==> config.mk <==
export PLATFORM = sky130hd
export DESIGN_NAME = lsu
export DESIGN_NICKNAME = d
export VERILOG_FILES = /design/src/source/mem_pkg.sv /design/src/source/lsu_pkg.sv /design/src/source/lsu.sv
export SDC_FILE = /design/constraint.sdc
export NUM_CORES = 1
export LEC_CHECK = 0
export ABC_AREA = 1
export BUFFER_PORTS_ARGS = -buffer_cell sky130_fd_sc_hd__buf_2
export CAP_MARGIN = 15
export CORE_MARGIN = 5
export CORE_UTILIZATION = 28
export CTS_BUF_LIST = sky130_fd_sc_hd__clkbuf_4 sky130_fd_sc_hd__clkbuf_8
export DETAILED_ROUTE_END_ITERATION = 10
export MAX_ROUTING_LAYER = met4
export PLACE_DENSITY = 0.8
export RECOVER_POWER = 100
export SLEW_MARGIN = 15
export SYNTH_ARGS = -nofsm -noshare
export SYNTH_HDL_FRONTEND = slang
export SYNTH_SLANG_ARGS = --single-unit
==> constraint.sdc <==
create_clock -name clk_i -period 0.9 [get_ports clk_i]
set_input_delay 0.09 -clock clk_i [delete_from_list [all_inputs] [get_ports clk_i]]
set_output_delay 0.09 -clock clk_i [all_outputs]
set_load 0.05 [all_outputs]
==> src/source/mem_pkg.sv <==
// mem_pkg: data memory widths, byte-enable type and read-port fill patterns

package mem_pkg;

  // ******************************
  // bus widths
  // ******************************

  // byte address as issued by the core
  typedef logic [31:0] addr_t;

  // one data word of the memory
  typedef logic [31:0] word_t;

  // bit k enables byte lane k, i.e. bits 8k+7..8k of a word
  typedef logic [3:0]  byte_en_t;

  // ******************************
  // memory geometry
  // ******************************

  // 4096 words give a byte range of 0 .. 3fff
  localparam int MEM_WORDS_DEFAULT = 4096;

  // ******************************
  // read port fill patterns
  // ******************************

  // read port value in any cycle without a read (no request, or a store)
  localparam word_t READ_IDLE_WORD = 32'hFA11_1EAF;

  // read port value for a read above the memory range
  localparam word_t READ_OOR_WORD  = 32'hDEAD_BEEF;

endpackage

==> src/source/lsu_pkg.sv <==
// lsu_pkg: access size encoding and load-store unit state encoding

package lsu_pkg;

  // ******************************
  // access size
  // ******************************

  // same encoding as the risc-v funct3 field of loads and stores,
  // bit 2 set means the load result is zero-extended
  typedef enum logic [2:0] {
    LDST_B  = 3'd0,  // signed byte
    LDST_H  = 3'd1,  // signed halfword
    LDST_W  = 3'd2,  // word
    LDST_BU = 3'd4,  // unsigned byte
    LDST_HU = 3'd5   // unsigned halfword
  } mem_size_e;

  // ******************************
  // lsu state
  // ******************************

  // LSU_IDLE takes a new request and issues it to the memory,
  // LSU_WAIT is the cycle in which the read word comes back
  typedef enum logic {
    LSU_IDLE = 1'b0,
    LSU_WAIT = 1'b1
  } lsu_state_e;

endpackage

==> src/source/lsu.sv <==
// lsu: load-store unit turning core requests into memory accesses with a one-cycle stall

module lsu (
  input  logic               clk_i,
  input  logic               rst_i,

  // core side
  input  logic               core_req_i,    // held until the stall drops
  input  logic               core_we_i,     // 1 store, 0 load
  input  lsu_pkg::mem_size_e core_size_i,   // access size and signedness
  input  mem_pkg::addr_t     core_addr_i,   // byte address
  input  mem_pkg::word_t     core_wd_i,     // store data, right-aligned
  output mem_pkg::word_t     core_rd_o,     // extended load result
  output logic               core_stall_o,  // request not complete yet

  // memory side
  output logic               mem_req_o,
  output logic               mem_we_o,
  output mem_pkg::byte_en_t  mem_be_o,
  output mem_pkg::addr_t     mem_addr_o,    // word-aligned byte address
  output mem_pkg::word_t     mem_wd_o,      // store data moved into its lanes
  input  mem_pkg::word_t     mem_rd_i       // word returned one cycle later
);

  import mem_pkg::*;
  import lsu_pkg::*;

  // ******************************
  // state machine
  // ******************************

  lsu_state_e state_q;
  lsu_state_e state_d;
  logic       issue;  // request goes to the memory this cycle

  // a request is issued only from idle; in the wait cycle the core still
  // holds it, but the memory must not see it a second time
  assign issue = core_req_i && (state_q == LSU_IDLE);

  always_comb begin
    state_d = state_q;
    case (state_q)
      LSU_IDLE: begin
        if (core_req_i) begin
          state_d = LSU_WAIT;
        end
      end
      LSU_WAIT: begin
        state_d = LSU_IDLE;  // read word is on mem_rd_i now
      end
      default: begin
        state_d = LSU_IDLE;
      end
    endcase
  end

  always_ff @(posedge clk_i) begin
    if (rst_i) begin
      state_q <= LSU_IDLE;
    end else begin
      state_q <= state_d;
    end
  end

  assign core_stall_o = issue;  // high in the issue cycle only

  // ******************************
  // request conversion
  // ******************************

  byte_en_t be;        // lanes touched by the access
  word_t    wd_lanes;  // store data replicated over the lanes

  always_comb begin
    case (core_size_i)
      LDST_B, LDST_BU: begin
        be       = byte_en_t'(4'b0001 << core_addr_i[1:0]);
        wd_lanes = {4{core_wd_i[7:0]}};
      end
      LDST_H, LDST_HU: begin
        be       = core_addr_i[1] ? 4'b1100 : 4'b0011;  // bit 0 not used
        wd_lanes = {2{core_wd_i[15:0]}};
      end
      default: begin
        be       = 4'b1111;  // word
        wd_lanes = core_wd_i;
      end
    endcase
  end

  assign mem_req_o  = issue;
  assign mem_we_o   = issue && core_we_i;
  assign mem_be_o   = be;
  assign mem_addr_o = {core_addr_i[31:2], 2'b00};
  assign mem_wd_o   = wd_lanes;

  // ******************************
  // load extraction
  // ******************************

  // the core holds address and size through the wait cycle, so the
  // lane can be picked straight from the held request
  logic [7:0]  rd_byte;
  logic [15:0] rd_half;
  word_t       rd_ext;

  always_comb begin
    case (core_addr_i[1:0])
      2'd0:    rd_byte = mem_rd_i[7:0];
      2'd1:    rd_byte = mem_rd_i[15:8];
      2'd2:    rd_byte = mem_rd_i[23:16];
      default: rd_byte = mem_rd_i[31:24];
    endcase
  end

  assign rd_half = core_addr_i[1] ? mem_rd_i[31:16] : mem_rd_i[15:0];

  always_comb begin
    case (core_size_i)
      LDST_B:  rd_ext = {{24{rd_byte[7]}}, rd_byte};   // sign-extend
      LDST_BU: rd_ext = {24'd0, rd_byte};
      LDST_H:  rd_ext = {{16{rd_half[15]}}, rd_half};  // sign-extend
      LDST_HU: rd_ext = {16'd0, rd_half};
      default: rd_ext = mem_rd_i;                      // whole word
    endcase
  end

  assign core_rd_o = rd_ext;

endmodule

Word-level counts from Yosys, hierarchy flattened

Index checks and enable logic that the tools add are counted.

Equal/unequal tests: 5
Shift operators: 1
Muxes and demuxes: 8
Bitwise logic cells: 1
Reductions and logical operators: 6

Operator list:

| cell                                                                  | count |
|---|---|
| 32-bit case mux with 4 select lines                                   | 1 |
| 32-bit case mux with 2 select lines                                   | 1 |
| 8-bit case mux with 3 select lines                                    | 1 |
| 16-bit two-way mux                                                    | 1 |
| 4-bit case mux with 2 select lines                                    | 1 |
| 3-bit equality test, second input constant                            | 2 |
| 4-bit two-way mux                                                     | 1 |
| 2-bit OR reduction                                                    | 2 |
| 1-bit by 2-bit left shift with 4-bit output, first input constant     | 1 |
| 3-bit by 1-bit equality test with 1-bit output, second input constant | 1 |
| 3-bit zero test                                                       | 1 |
| 2-bit by 1-bit equality test with 1-bit output, second input constant | 1 |
| 2-bit equality test, second input constant                            | 1 |
| 1-bit logical AND                                                     | 2 |
| 2-bit zero test                                                       | 1 |
| 1-bit case mux with 2 select lines                                    | 1 |
| 1-bit two-way mux                                                     | 1 |
| 1-bit inverter                                                        | 1 |

Flip-flop bits (word level): 1
Bits of input ports: 103
Word-level logic and storage cells: 22

Logic depth before layout (Yosys ltp)

Gate-level depths: netlist of run 1.

Depth in word-level cells: 3
Mapped depth: 8
Mapped depth without buffers: 7

Worst setup path before layout of run 1

No wires, ideal clock.

Path kind: input -> output
From: in core_size_i[1]
To: out mem_wd_o[11]
Arrival time: 1747 ps
Required time: 810 ps
Setup slack: -937 ps
Cell stages on the path: 7
Buffers on the path: 3
Cells stage by stage: buf_6 inv_4 buf_6 nand2_8 inv_1 buf_2 o21ai_0

Word-level cells in the longest chain between the ends: 3

Ends and longest elaborated chain:

| item                                        | RTL line  | source |
|---|---|---|
| start, declared                             | lsu.sv:10 | `input lsu_pkg::mem_size_e core_size_i,` |
| 3-bit equality test (tied with other cells) | lsu.sv:75 | `case (core_size_i)` |
| 2-bit OR reduction                          | lsu.sv:75 |  |
| 32-bit case mux with 2 select lines *       | lsu.sv:75 |  |
| end, declared                               | lsu.sv:21 | `output mem_pkg::word_t mem_wd_o,` |

Mark *: on every way between the ends. The rest lies on a longest branch, timed or not.

Worst setup path after layout of run 1

From: in core_size_i[0]
To: out core_rd_o[11]

Word-level cells in the longest chain between the ends: 2

Ends and longest elaborated chain:

| item                                        | RTL line   | source |
|---|---|---|
| 3-bit equality test (tied with other cells) | lsu.sv:119 | `case (core_size_i)` |
| 32-bit case mux with 4 select lines *       | lsu.sv:119 |  |
| end, declared                               | lsu.sv:13  | `output mem_pkg::word_t core_rd_o,` |

Marks and branches as above.

==> results of run 1 <==
how the worst max path moves through the flow:
stage	slack [ns]	to	startpoint	depth (start not counted)
2_1_floorplan	-0.33	mem_wd_o[27]	core_size_i[1]	8
3_3_place_gp	-0.47	core_rd_o[0]	core_size_i[0]	8
3_5_place_dp	-0.49	core_rd_o[0]	core_size_i[0]	8
4_1_cts	-0.32	core_rd_o[19]	core_size_i[0]	9
5_1_grt	-0.56	core_rd_o[11]	core_size_i[0]	9
6_report	-0.48	core_rd_o[11]	core_size_i[0]	9
cells in the final DEF, fill, tap and decap left out, types with 3 or more instances in the layout:
cell	count
buf_2	72
nand2_1	64
buf_8	52
nand2_2	41
buf_4	38
nand3_4	36
inv_1	22
nand2_4	12
buf_6	10
clkbuf_2	8
buf_12	8
nand2_8	7
nor2_4	4
o21ai_2	4
o211ai_1	4
inv_8	3
nand3_2	3
nor2_2	3
o22ai_1	3
cell families after synthesis:
family                 count (synthesis)  share of synthesized area
flip-flops                             1                    0.01435
AO/OA/AOI/OAI                         18                    0.08520
buffers and inverters                 78                     0.3489
AND/OR/NAND/NOR                      175                     0.5489
other                                  1                   0.002688
metrics by stage:
stage / setup TNS [ns] / setup WS, ns / instances / power, mW / instance area, um2
floorplan: -11.30 / -0.3277 / 274 / 2.158 / 2042
CTS: -13.93 / -0.3206 / 480 / 3.040 / 3541
global route: -19.53 / -0.5596 / 481 / 3.456 / 3792
global placement: -22.06 / -0.4688 / 472 / 2.392 / 2761
detailed placement: -23.31 / -0.4940 / 472 / 2.423 / 2761
finish: -17.67 / -0.4819 / 481 / 3.372 / 3792
timing repair:
action | 4_1_cts | 5_1_grt
cloned | 4 | 0
resized for setup | 194 | 61
pin swaps | 9 | 6
setup buffers | 4 | 4
setup endpoints to repair | 60 | 60
hold buffers | 0 | 0
layout make-up:
cell class	count	area (um2)
inverter	26	127.6
sequential	1	20.02
fill	260	993.5
timing repair buffer	190	1799
tap	67	83.83
multi-input combinational	195	1739
timing repair inverter	2	22.52
power groups by stage:
stage / combinational (mW) / sequential [mW] / clock (mW)
final: 3.32 / 0.0537 / 0
after global routing: 3.40 / 0.0540 / 0
after CTS: 2.99 / 0.0528 / 0
after detailed placement: 2.37 / 0.0528 / 0
after global placement: 2.34 / 0.0526 / 0
after floorplan: 2.11 / 0.0524 / 0
layer usage:
metal,share of wire,vias up,wire (um)
met3,0.11,127,1369
met5,0,-,0
met1,0.30,1271,3587
met4,0.10,0,1210
li1,-,1111,-
met2,0.49,315,5949
==> results.ini, run 1 <==
[global_routing]
grt_use_met3 = 0.06390
track_usage = 0.3174
grt_pass1_vias = 2783
grt_overflow = 0
grt_pass1_wl_um = 15340
antenna_found_initial = 0
grtUsageMet1 = 0.3031
grt_max_degree = 13
grt_util_met2 = 0.5778
grt.busiest_layer = met2

[finish]
top_register = state_q
diodes = 0
top_regs = state_q (1)
largest_register_ffs = 1
drive_above_1_share = 0.7585
synthToLayoutAreaGrowth_pct = 171.8
nets = 519
final_core_util = 0.7924

[detailed_routing]
wire_per_inst_um = 25.19
via_per_inst = 5.871
ant_nets = 0
drcViolationCount = 0
num_vias = 2824
first_iter_violations = 271
routed_wl_um = 12120
drtPass1Iterations = 5

[critical_path]
critical_path_peak_fanout = 7
path_common_cell = buf_8
startpoint_type = primary input
slowest_stage = buf_4
r2r_setup_slack_ns = 0.18
worst-endpoint-arrival_ns = 1.29
critical_path_required_ns = 0.81
crit_path_end_kind = primary output
path_cells = buf_8, clkinvlp_4, nor2_4, nand2_2, buf_4, inv_4, nand2_1, nand3_4, buf_8
slowest_delay_ns = 0.17
crit_buf_inv = 5
worst-setup-path-type = primary input to primary output
r2r-start = state_q$_SDFF_PP0_
cp_top_family = buffers and inverters
rr_endpoint = state_q$_SDFF_PP0_
worst-r2r-cell-count = 1

[synth]
synth.ff_latch_count = 1
synthMostInstantiatedCell = nand2_1
yosysTopAreaCellShare = 0.3256
syn-instance-count = 273
ys_seq_area_frac = 0.01435
syn_avg_cell_area_um2 = 5.110
synth_common_cells = 121 x nand2_1, 42 x buf_4, 38 x nand3_1
ys_async_sr_fraction = 0
yosysWarningCount = 0
ys_types = 24
syn_area_mm2 = 0.001395
synth_top_area_cell = nand2_1
synth-edff-count = 0
ys_dominant_reg_cell = dfxtp_1
synthTopCellsByArea = nand2_1 33%, buf_4 23%, nand3_1 14%

[placement]
port_buffers = 143
hpwl_um = 6083
place_congestion = 0.8478

[power]
p_int_mw = 1.316
p_leak_nw = 2.004
pwr-share-clk = 0
combinationalPowerShare = 0.984
p_seq_frac = 0.016
p_sw_mw = 2.056
cellPowerDensity_mw_per_mm2 = 889.2
ir_drop_v = 0.0005281
swShare = 0.6097

[hold_path]
min_from = core_addr_i[14]
min_to = mem_addr_o[14]
hp-class = primary input to primary output
hold_depth = 0

[timing]
skew_ns = 0
period_needed_ns = 1.382
finalMaxSlewViolations = 0
setup_viol = 61
finalHoldViolations = 0
rsz0062_at_grt = true
hold_slack_ns = 0.1800
layout_worst_path_cycle_share = 1.535
setup_slack_ns = -0.4819
fmax_mhz = 723.6

[die]
die_width_um = 80.59
ioPinCount = 206
fp.dieH_um = 80.59
core.rowCount = 25
initial_core_util = 0.2915
die-area_mm2 = 0.006494
core_mm2 = 0.004786

[clocking]
worstSkewPairLatency_ns = 0

[outcome]
run_status = finished, violations left
failed_checks = negative setup slack

[job]
max_cap_violations = 0

No activity file was read; power rests on OpenSTA's default activity.
==> run 2: changes to the inputs <==
--- a/config.mk
+++ b/config.mk
@@ -13,7 +13,7 @@
 export CTS_BUF_LIST = sky130_fd_sc_hd__clkbuf_4 sky130_fd_sc_hd__clkbuf_8
 export DETAILED_ROUTE_END_ITERATION = 10
 export MAX_ROUTING_LAYER = met4
-export PLACE_DENSITY = 0.8
+export PLACE_DENSITY = 0.9
 export RECOVER_POWER = 100
 export SLEW_MARGIN = 15
 export SYNTH_ARGS = -nofsm -noshare
==> run 2 against run 1 <==
Effect of this change: the run still ends with negative setup slack left; combinational power is 2% higher; register-to-register slack better by 0.08 ns; clock skew stayed put; largest cell class unchanged; utilization is 4.7 points higher; sequential cell count stayed put; critical path depth stayed put.
==> results.ini, run 2 (same netlist as run 1, synthesis figures left out) <==
[critical_path]
path_cells = buf_8, clkinvlp_4, nor2_4, buf_4, nand2_4, buf_6, nand2_1, nand2_2, buf_6
startpoint = core_size_i[0]
worst-endpoint-arrival_ns = 1.20
r2r-start = state_q$_SDFF_PP0_
r2r_setup_slack_ns = 0.26
worst-r2r-cell-count = 1
critical_path_peak_fanout = 3
rr_endpoint = state_q$_SDFF_PP0_
critical_path_required_ns = 0.81
slowest_delay_ns = 0.17
crit_path_end_kind = primary output
slowest_stage = nor2_4
startpoint_type = primary input
crit_end = mem_be_o[2]
worst-setup-path-type = primary input to primary output
path_common_cell = buf_6

[finish]
final_core_util = 0.8392
synthToLayoutAreaGrowth_pct = 187.9
mostFrequentLayoutCell = buf_2
fillCellCount = 235
largest_register_ffs = 1
drive_above_1_share = 0.7701
fin_cells = 489
final_cell_mix = 69 x buf_2, 58 x buf_8, 57 x nand2_1, 36 x nand3_4
nets = 527
diodes = 0
top_register = state_q
top_regs = state_q (1)

[outcome]
run_status = finished, violations left
failed_checks = negative setup slack

[timing]
finalHoldViolations = 0
layout_worst_path_cycle_share = 1.432
slew_headroom = 0.6055
rsz0062_at_grt = true
finalMaxSlewViolations = 0
hold_slack_ns = 0.1800
skew_ns = 0
setup_slack_ns = -0.3889
fmax_mhz = 775.9
setup_viol = 56
tightest_slew_ns = 0.5943
period_needed_ns = 1.289

[clocking]
worstSkewPairLatency_ns = 0
holdBufCountCts = 0

[job]
max_cap_violations = 0

[power]
ir_drop_v = 0.0007621
pwr-share-clk = 0
p_int_mw = 1.391
combinationalPowerShare = 0.985
swShare = 0.5936
p_sw_mw = 2.031
p_seq_frac = 0.015
p_leak_nw = 2.142
cellPowerDensity_mw_per_mm2 = 851.9
power_mw = 3.421

[placement]
place_congestion = 0.8713
dp.cells = 470
port_buffers = 143
hpwl_um = 6157
place_ws_ns = -0.5031

[die]
core_mm2 = 0.004786
core.rowCount = 25
die_width_um = 80.59
ioPinCount = 206
initial_core_util = 0.2915
fp.dieH_um = 80.59
die-area_mm2 = 0.006494

[global_routing]
grt_overflow = 0
grt_pass1_vias = 2745
grt_max_degree = 27
antenna_found_initial = 0
track_usage = 0.2965
grt_pass1_wl_um = 14430

[detailed_routing]
drtPass1Iterations = 4
ant_nets = 0
via_per_inst = 5.315
drcViolationCount = 0
first_iter_violations = 152
routed_wl_um = 10730
num_vias = 2599
wire_per_inst_um = 21.95

[hold_path]
hp-class = primary input to primary output

==> run 2: cell count changes in the layout (fill, tap and decap cells not counted), moves of 3 or more <==
| cell | change |
|---|---|
| buf_2 | -3 |
| buf_4 | -4 |
| buf_6 | +8 |
| buf_8 | +6 |
| nand2_1 | -7 |
| nand2_2 | -7 |
| nand2_4 | +13 |
==> run 2: area by class of cell <==
class,count,area (um2),share of cell area
multi-input combinational,195,1828,0.4551
inverter,26,137.6,0.03427
tap,67,83.83,0.02087
sequential,1,20.02,0.004984
timing repair buffer,199,1931,0.4807
timing repair inverter,1,16.27,0.004050
==> run 2: metal layers <==
metal | wire length (um) | global-route usage
met3 | 952 | 0.05157
met4 | 695 | 0.1757
met1 | 3186 | 0.2727
met5 | 0 | -
met2 | 5899 | 0.5662
==> run 2: per-stage QoR <==
step / area (um2) / setup TNS [ns]
3_3_place_gp: 2721 / -21.06
3_5_place_dp: 2721 / -22.96
5_1_grt: 4016 / -18.54
6_report: 4016 / -15.84
4_1_cts: 3746 / -13.24
2_1_floorplan: 2042 / -11.30
==> run 2: power by group through the flow <==
stage	clock, mW	combinational (mW)	sequential (mW)
detailed placement	0	2.35	0.0528
finish	0	3.37	0.0524
floorplan	0	2.11	0.0524
CTS	0	3.11	0.0528
global placement	0	2.32	0.0526
global route	0	3.49	0.0529
==> run 2: critical path, delay by kind of cell <==
| family | cells | cell delay, ns |
|---|---|---|
| simple gates | 4 | 0.44 |
| buf+inv | 5 | 0.67 |
==> run 2: worst min-delay path by stage <==
| stage | cells after the start | endpoint | slack [ns] | start |
|---|---|---|---|---|
| after floorplan | 1 | state_q$_SDFF_PP0_ | 0.16 | rst_i |
| after global placement | 0 | mem_addr_o[15] | 0.18 | core_addr_i[15] |
| after detailed placement | 0 | mem_addr_o[15] | 0.18 | core_addr_i[15] |
| after CTS | 0 | mem_addr_o[15] | 0.18 | core_addr_i[15] |
| after global routing | 0 | mem_addr_o[24] | 0.18 | core_addr_i[24] |
| final | 0 | mem_addr_o[14] | 0.18 | core_addr_i[14] |
==> run 2: repair_timing <==
| item | 4_1_cts | 5_1_grt |
|---|---|---|
| endpoints found under the setup margin | 60 | 60 |
| buffers inserted | 13 | 5 |
| cloned | 2 | 0 |
| pin swaps | 32 | 21 |
| resized for setup | 237 | 54 |
